`src/common/mcore_mem_pkg.sv`:
```
// shared definitions for the multicore tagged memory
// word width, security levels, request types and the payload union

package mcore_mem_pkg;

	//========================================
	// word width and security levels
	//========================================

	// data word width, the payload union below depends on it
	localparam int word_nbits = 32;

	// one-bit security level, 0 is low and 1 is high
	typedef logic sec_level_t;

	localparam sec_level_t sec_low  = 1'b0;
	localparam sec_level_t sec_high = 1'b1;

	//========================================
	// request types
	//========================================

	// read returns the word and its tag
	// write stores data subject to the tag rule
	// set_level changes the tag, high requesters only
	typedef enum logic [1:0] {
		req_read      = 2'd0,
		req_write     = 2'd1,
		req_set_level = 2'd2
	} mem_req_type_e;

	//========================================
	// payload word
	//========================================

	// level-control view of a payload word
	// only the lsb carries meaning, the rest is reserved
	typedef struct packed {
		logic [word_nbits-2:0] reserved;
		sec_level_t            new_level;
	} mem_level_ctl_t;

	// one payload word, read as plain data for reads and writes
	// and as a level-control word for set_level requests
	typedef union packed {
		logic [word_nbits-1:0] data;
		mem_level_ctl_t        level;
	} mem_word_u;

endpackage

```
`src/rtl/mcore_proc_resp_acc.sv`:
```
// response access control in front of one processor port
// masks data of a response above the processor level

`timescale 1ns/10ps

module mcore_proc_resp_acc (
	// from the crossbar
	input  logic                         net_resp_val,
	input  mcore_mem_pkg::mem_req_type_e net_resp_type,
	input  mcore_mem_pkg::mem_word_u     net_resp_data,
	input  mcore_mem_pkg::sec_level_t    net_resp_level,
	output logic                         net_resp_rdy,

	// level of the processor behind this port
	input  mcore_mem_pkg::sec_level_t    proc_sec_level,

	// to the processor
	output logic                         proc_resp_val,
	output mcore_mem_pkg::mem_req_type_e proc_resp_type,
	output mcore_mem_pkg::mem_word_u     proc_resp_data,
	input  logic                         proc_resp_rdy
);

	//========================================
	// level check
	//========================================

	always_comb begin
		// handshake and type always pass so the requester never hangs
		proc_resp_val  = net_resp_val;
		net_resp_rdy   = proc_resp_rdy;
		proc_resp_type = net_resp_type;

		// response level at or below the processor level
		if (net_resp_level <= proc_sec_level) begin
			proc_resp_data = net_resp_data;
		end
		// high response to a low processor, secret dropped
		else begin
			proc_resp_data = '0;
		end
	end

endmodule

```
`config.mk`:
```
export PLATFORM = sky130hd
export DESIGN_NAME = mcore_proc_resp_acc
export DESIGN_NICKNAME = d
export VERILOG_FILES = /design/src/common/mcore_mem_pkg.sv /design/src/rtl/mcore_proc_resp_acc.sv
export SDC_FILE = /design/constraint.sdc
export NUM_CORES = 1
export LEC_CHECK = 0
export BUFFER_PORTS_ARGS = -buffer_cell sky130_fd_sc_hd__buf_2
export CAP_MARGIN = 30
export CORE_AREA = 2 2 39 41
export DETAILED_ROUTE_END_ITERATION = 8
export DIE_AREA = 0 0 41 43
export GPL_TIMING_DRIVEN = 1
export PLACE_DENSITY = 0.86
export SETUP_SLACK_MARGIN = 0.15
export SLEW_MARGIN = 20
export SYNTH_ARGS = -nofsm -noshare
export SYNTH_HDL_FRONTEND = slang
export SYNTH_SLANG_ARGS = --single-unit
```
`constraint.sdc`:
```
create_clock -name vclk -period 1.1
set_clock_uncertainty 0.2 [all_clocks]
set_input_delay 0.055 -clock vclk [all_inputs]
set_output_delay 0.055 -clock vclk [all_outputs]
set_load 0.01 [all_outputs]
```
Word-level counts from Yosys, hierarchy flattened:

Index checks and enable logic that the tools add are counted.

* mux-type cells: 1
* magnitude comparators: 1

Operators with widths (number)
* $mux 32: 1
* $le 1x1->1: 1

* register bits after elaboration: 0
* logic and storage cells: 2
* output and inout port bits: 36
* input port bits: 38

Depth between registers and ports, before layout:

Gate-level depths: netlist of the first run.

* depth in word-level cells: 2
* depth in mapped cells: 3
* depth with buffers taken out: 2

Least setup slack after synthesis of the first run:

Ideal clock, no wire load.

* path kind: input to output
* from: input proc_sec_level
* to: output proc_resp_data[0] in the netlist's numbering
* path slack: 350 ps
* data arrival time: 495 ps
* stages: 3
* required time: 845 ps
* path through: nand2b_4 buf_6 and2_1

RTL lines
* from (decl): line mcore_proc_resp_acc.sv:15 `input mcore_mem_pkg::sec_level_t proc_sec_level,`
* to (decl): line mcore_proc_resp_acc.sv:20 `output mcore_mem_pkg::mem_word_u proc_resp_data,`

==> results of run 1 <==
-- metrics by stage --
stage               instance area [µm²]  hold slack [ns]  util (%)
finish                            670.6           0.1955     48.46
CTS                               670.6           0.1982     48.46
global route                      670.6           0.2100     48.46
global placement                  616.8         -0.08993     44.57
floorplan                         330.3         0.001765         -
detailed placement                616.8         -0.08993     44.57
-- routing by layer --
metal  up-vias  track usage (%)  routed length (µm)
met3         0           0.5236                 155
met1       192            11.08                 363
met5         -                0                   0
met2        38            21.25                 576
li1        243                -                   -
met4         0                0                   0
-- cells by family (layout without fill, tap and decap cells) --
group | Yosys count | after routing | synth area share [%]
buffers and inverters | 7 | 70 | 19.32
AND/OR/NAND/NOR | 33 | 34 | 80.68
-- power groups by stage --
stage / registers [mW] / clock network (mW) / logic (mW)
5_1_grt: 0 / 0 / 0.326
4_1_cts: 0 / 0 / 0.301
2_1_floorplan: 0 / 0 / 0.175
6_report: 0 / 0 / 0.296
3_3_place_gp: 0 / 0 / 0.271
3_5_place_dp: 0 / 0 / 0.277
-- cell type report --
class                      count  share of cell area [%]
multi-input combinational     34                   41.79
tap                           16                   2.985
timing repair buffer          70                   55.22
-- worst min path at each step --
stage | startpoint | slack (ns) | depth (start not counted) | to
after detailed placement | net_resp_type[0] | -0.09 | 0 | proc_resp_type[0]
final | net_resp_data[0] | 0.20 | 3 | proc_resp_data[0]
after global routing | net_resp_data[2] | 0.21 | 3 | proc_resp_data[2]
after CTS | net_resp_data[5] | 0.20 | 3 | proc_resp_data[5]
after floorplan | proc_resp_rdy | 0.002 | 1 | net_resp_rdy
after global placement | net_resp_type[0] | -0.09 | 0 | proc_resp_type[0]
-- worst max-delay path, delay by kind of cell --
family        cells  cell delay (ns)
buf+inv           2             0.24
simple gates      2             0.41
-- what timing repair did --
item                       in CTS  in global routing
hold endpoints to repair        4                  0
hold buffers                    4                  0
pin swaps                       0                  0
gates resized for setup         1                  0
buffers inserted                0                  0
setup endpoints to repair      32                 32
cloned                          1                  0
-- synthesized netlist by cell type --
library cell	number
and2_1	10
buf_4	4
buf_6	3
and2_4	20
nand2b_4	1
and2_2	2
==> summary.md, run 1 <==
| Metric | Value |
|---|---|
| CP Class | `in2out` |
| Worst vdd ir | `131.5 µV` |
| Post-layout nets | `around 140` |
| Largest net degree at the start of global routing | `17` |
| Port buffer count | `66` |
| Power Total | `~300 µW` |
| GRT overflow | `0` |
| Clkbuf count | `0` |
| Crit end category | `output pin` |
| Critical Path End | `proc_resp_data[31]` |
| Cell Count, Final, Fillers Out | `120` |
| Post-synth top area share | `approximately 53%` |
| Routed len/inst | `about 9.1 µm` |
| Post-Syn Instances | `40` |
| Slew Limit Fails | `0` |
| Synth area leader | `and2_4` |
| Post-Syn Area | `between 300 and 400 µm²` |
| Via density per instance | `between 3 and 4` |
| Multi-input gate area | `280.3 µm²` |
| Unique cell type count in the Yosys netlist | `6` |
| Pwr dens | `442.0 nW/µm²` |
| First-pass GRT wire length | `between 1 and 1.5 mm` |
| Final Setup Violations | `0` |
| WP data arrival | `0.71 ns` |
| Die Wd | `roughly 40 µm` |
| GRT Util Overall | `between 10% and 20%` |
| Final hold violations | `0` |
| Worst setup path start | `proc_sec_level` |
| Post-detailed-route count of antenna-violating nets | `0` |
| Sequential cell area | `0 µm²` |
| Initial DRC Count | `0` |
| Drt drc | `0` |
| Placed cell count | `about 120` |
| Final Worst Setup Slack | `approximately 0.14 ns` |
| Lkg Pwr | `0.4297 nW` |
| Int Pwr | `about 180 µW` |
| Share of the clock period used by the worst path | `87.38%` |
| Crit-path max FO | `16` |
| Clk pwr share | `0%` |
| Worst min-delay path class | `in2out` |
| Min cycle time layout | `0.9611 ns` |
| Routed WL | `roughly 1.1 mm` |
| Critical path, cell by cell | `buf_2 -> nand2b_4 -> and2_2 -> buf_2` |
| IO Pins | `74` |
| Ys Warns | `0` |
| Max-Cap Viols | `0` |
| Core area | `approximately 1400 µm²` |
| Worst setup SP type | `input port` |
| Syn_nets | `78` |
| Commonest cells after routing, fill and taps aside | `buf_2 (66), and2_4 (20), and2_1 (10)` |
| DRT Pass-1 Iters | `1` |
| Fmax | `1040 MHz` |
| Fillcell total | `roughly 140` |
| RSZ-0062 raised after global routing | `true` |
| Number of global-route vias before repair | `345` |
| Share of total power in sequential cells | `0%` |
| Routed vias | `473` |
| Synthesis-to-finish area growth | `103.0%` |
| Comb power frac | `100.0%` |
| Most frequent CP cell | `buf_2` |
| Worst EP required | `approximately 0.84 ns` |
| Share of post-route cells with drive strength above 1 | `slightly below 90%` |
| Max_slew headroom | `~88%` |
| Die footprint | `approximately 1800 µm²` |
| Pre-CTS setup slack | `0.04049 ns` |
| Initial antenna violation count | `0` |
| # diodes | `0` |
| Sw frac | `roughly 40%` |
| Most common cell after layout, fill and taps aside | `buf_2` |
| Fin Setup TNS | `0 ns` |
| Psw | `around 120 µW` |
| Initial Utilization | `a little under a quarter` |
| Register area share after synthesis | `0%` |
| CP max stage cell | `and2_2` |
| Syn Area/Cell | `~8.3 µm²` |
| Final Wtd Congestion | `roughly 0.55` |
| Num sequential | `0` |
| Largest stage delay on the critical path | `0.21 ns` |
| Die height | `about 43 µm` |
| Status | `completed` |
| Row count | `14` |
| Top cells by area, synth | `and2_4 (53%), and2_1 (19%), buf_6 (10%), buf_4 (9.1%), and2_2 (4.5%)` |
| Worst-margin pin slew | `roughly 0.17 ns` |
Power figures use the tool's default switching activity.
==> run 2, diff against run 1 <==
==> constraint.sdc (replaced) <==
create_clock -name vclk -period 1.1
set_clock_uncertainty 0.2 [all_clocks]
set_input_delay 0 -clock vclk [all_inputs]
set_output_delay 0 -clock vclk [all_outputs]
set_load 0.01 [all_outputs]
==> run 2 against run 1 <==
Cell area stayed put. Critical path type unchanged. Count of clock-buffer cells in the layout unchanged. Global-route usage down 1.6 points. Sequential cell count stayed put. Sequential share of layout area did not move. First-iteration DRC count did not move. Core utilization unchanged.
==> summary.md, run 2 (synthesis results as in run 1) <==
| Metric | Value |
|---|---|
| Pwr dens | `441.5 nW/µm² (was 442.0 nW/µm²)` |
| Die footprint | `1763 µm² (unchanged)` |
| Clk pwr share | `0% (about the same)` |
| Sequential cell area | `0 µm² (unchanged)` |
| Crit end category | `output pin (unchanged)` |
| Die height | `43 µm (unchanged)` |
| Number of global-route vias before repair | `322 (was 345)` |
| Largest net degree at the start of global routing | `33 (was 17)` |
| Post-detailed-route count of antenna-violating nets | `0 (unchanged)` |
| GRT Util Overall | `8.791% (was 10.39%)` |
| Clkbuf count | `0 (unchanged)` |
| Most frequent CP cell | `buf_2 (unchanged)` |
| Via density per instance | `3.958 (was 3.942)` |
| Synthesis-to-finish area growth | `103.0% (unchanged)` |
| Psw | `116.7 µW (was 117.1 µW)` |
| Worst EP required | `0.90 ns (was 0.84 ns)` |
| Lkg Pwr | `0.4297 nW (unchanged)` |
| Post-layout nets | `144 (unchanged)` |
| Die Wd | `41 µm (unchanged)` |
| Largest stage delay on the critical path | `0.21 ns (about the same)` |
| Initial DRC Count | `0 (unchanged)` |
| Status | `completed (unchanged)` |
| Fmax | `1179 MHz (was 1040 MHz)` |
| Routed WL | `1.085 mm (was 1.095 mm)` |
| Fin Setup TNS | `0 ns (unchanged)` |
| Num sequential | `0 (unchanged)` |
| Min cycle time layout | `0.8478 ns (was 0.9611 ns)` |
| Final hold violations | `0 (unchanged)` |
| Final Worst Setup Slack | `0.2522 ns (was 0.1389 ns)` |
| Int Pwr | `179.4 µW (about the same)` |
| Share of the clock period used by the worst path | `77.08% (was 87.38%)` |
| Commonest cells after routing, fill and taps aside | `buf_2 (66), and2_4 (20), and2_1 (10) (unchanged)` |
| Share of total power in sequential cells | `0% (about the same)` |
| Crit-path max FO | `16 (unchanged)` |
| IO Pins | `74 (unchanged)` |
| Worst min-delay path class | `in2out (unchanged)` |
| Initial antenna violation count | `0 (unchanged)` |
| Final Wtd Congestion | `0.5524 (unchanged)` |
| RSZ-0062 raised after global routing | `false (was true)` |
| Slew Limit Fails | `0 (unchanged)` |
| Initial Utilization | `23.87% (unchanged)` |
| Port buffer count | `66 (unchanged)` |
| Routed len/inst | `9.042 µm (was 9.125 µm)` |
| Final Setup Violations | `0 (unchanged)` |
| Critical path, cell by cell | `buf_2 -> nand2b_4 -> and2_2 -> buf_2 (unchanged)` |
| Worst-margin pin slew | `0.1685 ns (was 0.1731 ns)` |
| Routed vias | `475 (was 473)` |
| Row count | `14 (unchanged)` |
| CP Class | `in2out (unchanged)` |
| GRT overflow | `0 (unchanged)` |
| CP max stage cell | `and2_2 (unchanged)` |
| Share of post-route cells with drive strength above 1 | `86.54% (unchanged)` |
| Worst setup SP type | `input port (unchanged)` |
| Most common cell after layout, fill and taps aside | `buf_2 (unchanged)` |
| First-pass GRT wire length | `1.207 mm (was 1.380 mm)` |
| Pre-CTS setup slack | `0.1505 ns (was 0.04049 ns)` |
| Comb power frac | `100.0% (about the same)` |
| Worst vdd ir | `130.8 µV (was 131.5 µV)` |
| Max-Cap Viols | `0 (unchanged)` |
| Max_slew headroom | `88.76% (was 88.45%)` |
| Drt drc | `0 (unchanged)` |
| Core area | `1384 µm² (unchanged)` |
| DRT Pass-1 Iters | `1 (unchanged)` |
| Sw frac | `39.43% (was 39.50%)` |
| # diodes | `0 (unchanged)` |
| WP data arrival | `0.65 ns (was 0.71 ns)` |
| Postcts setup bufs | `0 (unchanged)` |
run 2: area by class of cell:
class,instances,area [µm²]
Fill cell,144,713.2
Tap cell,16,20.02
Multi-Input combinational cell,34,280.3
Timing Repair Buffer,70,370.4
run 2: through the flow:
stage | utilization (%) | area, µm² | hold WS [ns] | cells | power, mW
2_1_floorplan | - | 330.3 | -0.1082 | 40 | 0.1753
3_3_place_gp | 44.57 | 616.8 | -0.1999 | 115 | 0.2709
3_5_place_dp | 44.57 | 616.8 | -0.1999 | 115 | 0.2772
4_1_cts | 47.47 | 656.9 | 0.08822 | 119 | 0.2937
5_1_grt | 48.46 | 670.6 | 0.1000 | 120 | 0.3248
6_report | 48.46 | 670.6 | 0.08547 | 120 | 0.2961
run 2: worst paths after layout:
path                          from            endpoint  slack [ns]  cells after the start
hold / removal    net_resp_data[0]   proc_resp_data[0]        0.09                      3
setup / recovery    proc_sec_level  proc_resp_data[27]        0.25                      4
run 2: timing repair:
item | CTS | global route
hold endpoints to repair | 4 | 0
hold buffers | 4 | 0
gates resized for setup | 0 | 1
setup endpoints to repair | 0 | 21
run 2: worst max-delay path, delay by kind of cell:
kind          cells  cell delay, ns
simple gates      2            0.41
buf+inv           2            0.24
run 2: per-layer routing:
metal	part of all wire, %	routed length (µm)	vias up	track usage, %
li1	-	-	242	-
met1	30	327	195	8.228
met2	56	607	38	19.06
met3	14	150	0	0.5236
met4	0	0	0	0
met5	0	0	-	0
run 2: power by group through the flow:
stage | Combinational (mW) | Sequential [mW] | Clock [mW]
after floorplan | 0.175 | 0 | 0
after detailed placement | 0.277 | 0 | 0
after CTS | 0.294 | 0 | 0
final | 0.296 | 0 | 0
after global placement | 0.271 | 0 | 0
after global routing | 0.325 | 0 | 0
==> run 3, diff against run 2 <==
- CORE_AREA: 2 2 39 41 -> unset
- CORE_UTILIZATION: unset -> 24
- DIE_AREA: 0 0 41 43 -> unset
- PLACE_DENSITY: 0.86 -> 0.83
- clock period: 1.1 -> 0.8 ns (I/O delays scaled with it)
==> run 3 against run 2 <==
The run now ends with negative hold slack left. Setup slack lost 0.20 ns. Via count is 2.5% higher. Sequential share of layout area is the same. Largest cell class unchanged. Power rose by 89%. Die area decreased by 13%. Critical endpoint is now proc_resp_data[5]. Global-route usage increased by 5.4 points.
==> summary.md, run 3 (synthesis results as in run 1) <==
| Metric | Value |
|---|---|
| Number of global-route vias before repair | `367 (was 322)` |
| Final Wtd Congestion | `0.6724 (was 0.5524)` |
| Cell family with most CP delay | `simple AND/OR/NAND/NOR gates (unchanged)` |
| Num sequential | `0 (unchanged)` |
| Sequential cell area | `0 µm² (unchanged)` |
| Max-Cap Viols | `0 (unchanged)` |
| Post-layout nets | `142 (was 144)` |
| Via density per instance | `4.162 (was 3.958)` |
| Initial antenna violation count | `0 (unchanged)` |
| CP max stage cell | `nand2b_4 (was and2_2)` |
| CP bufs+invs | `2 (unchanged)` |
| Fmax | `about 1300 MHz` |
| Commonest cells after routing, fill and taps aside | `buf_2 (37), and2_4 (29), buf_6 (27) (was buf_2 (66), and2_4 (20), and2_1 (10))` |
| Worst EP required | `0.60 ns (was 0.90 ns)` |
| Final Worst Setup Slack | `0.05226 ns (was 0.2522 ns)` |
| Clkbuf count | `0 (unchanged)` |
| WHS | `-0.2000 ns (was 0.08547 ns)` |
| Pwr dens | `653.6 nW/µm² (was 441.5 nW/µm²)` |
| Post-detailed-route count of antenna-violating nets | `0 (unchanged)` |
| Largest net degree at the start of global routing | `9 (was 33)` |
| Postcts setup bufs | `0 (unchanged)` |
| Failing checks | `negative hold slack` |
| Drt drc | `0 (unchanged)` |
| Die height | `39.10 µm (was 43 µm)` |
| Final hold violations | `4 (was 0)` |
| Final Setup Violations | `0 (unchanged)` |
| Lkg Pwr | `0.4981 nW (was 0.4297 nW)` |
| Most common cell after layout, fill and taps aside | `buf_2 (unchanged)` |
| Share of post-route cells with drive strength above 1 | `97.06% (was 86.54%)` |
| First-pass GRT wire length | `1.490 mm (was 1.207 mm)` |
| Die footprint | `1529 µm² (was 1763 µm²)` |
| DRT Pass-1 Iters | `1 (unchanged)` |
| # diodes | `0 (unchanged)` |
| Initial DRC Count | `0 (unchanged)` |
| Row count | `13 (was 14)` |
| Crit-path max FO | `8 (was 16)` |
| Largest stage delay on the critical path | `0.17 ns (was 0.21 ns)` |
| CP Class | `in2out (unchanged)` |
| Worst min-delay path class | `in2out (unchanged)` |
| Core area | `1285 µm² (was 1384 µm²)` |
| Worst setup SP type | `input port (unchanged)` |
| Max_slew headroom | `91.60% (was 88.76%)` |
| Port buffer count | `66 (unchanged)` |
| Synthesis-to-finish area growth | `159.8% (was 103.0%)` |
| Routed WL | `1.268 mm (was 1.085 mm)` |
| Initial Utilization | `25.71% (was 23.87%)` |
| Share of the clock period used by the worst path | `between 90% and 100%` |
| Routed vias | `487 (was 475)` |
| Fin Setup TNS | `0 ns (unchanged)` |
| GRT overflow | `0 (unchanged)` |
| Crit end category | `output pin (unchanged)` |
| Worst-margin pin slew | `0.1260 ns (was 0.1685 ns)` |
| Min cycle time layout | `approximately 0.75 ns` |
| Status | `finished, violations left (was completed)` |
| RSZ-0062 raised after global routing | `true (was false)` |
| Worst vdd ir | `266.4 µV (was 130.8 µV)` |
| Critical path, cell by cell | `buf_8 -> nand2b_4 -> and2_4 -> buf_2 (was buf_2 -> nand2b_4 -> and2_2 -> buf_2)` |
| Slew Limit Fails | `0 (unchanged)` |
| WP data arrival | `0.55 ns (was 0.65 ns)` |
| Die Wd | `39.10 µm (was 41 µm)` |
| Routed len/inst | `10.84 µm (was 9.042 µm)` |
| GRT Util Overall | `14.20% (was 8.791%)` |
| Pre-CTS setup slack | `-0.1416 ns (was 0.1505 ns)` |
| IO Pins | `74 (unchanged)` |
-- run 3: cell types whose count changed in the layout (fill, tap and decap cells not counted), sizes merged --
| cell | change |
|---|---|
| nand2b | +2 |
| dlygate4sd3 | -4 |
-- run 3: per-stage QoR --
stage               instances  power [mW]  hold slack, ns  area (µm²)  util [%]
floorplan                  40      0.2410         -0.1082       330.3         -
detailed placement        114      0.3784         -0.1999       615.6     47.91
global route              117      0.5996         -0.2000       858.3     66.80
finish                    117      0.5610         -0.2000       858.3     66.80
global placement          114      0.3715         -0.1999       615.6     47.91
CTS                       117      0.5247         -0.1999       818.3     63.68
-- run 3: report_power, final --
group / internal (mW) / switching (mW)
logic: 0.371 / 0.190
registers: 0 / 0
clock network: 0 / 0
-- run 3: worst paths after layout --
check | start | end | slack [ns] | cells after the start
worst min-delay path | proc_resp_rdy | net_resp_rdy | -0.20 | 0
worst max-delay path | proc_sec_level | proc_resp_data[5] | 0.05 | 4
-- run 3: cell type report --
cell class	count	area, µm²
fill	101	426.7
tap	15	18.77
timing repair buffer	66	511.7
multi-input combinational	36	327.8
-- run 3: repair_timing --
item                                    CTS  global route
hold endpoints to repair                  4             4
resized for setup                        33            10
endpoints found under the setup margin   32            32
gates cloned                              3             0
pin swaps                                31             1
-- run 3: routing by layer --
metal / vias up / GRT usage (%) / routed length (µm) / part of all wire, %
met5: - / 0 / 0 / 0
met2: 38 / 32.92 / 755 / 60
met4: 0 / 0.8621 / 0 / 0
met1: 207 / 13.18 / 388 / 31
met3: 0 / 0.5780 / 124 / 9.8
li1: 242 / - / - / -
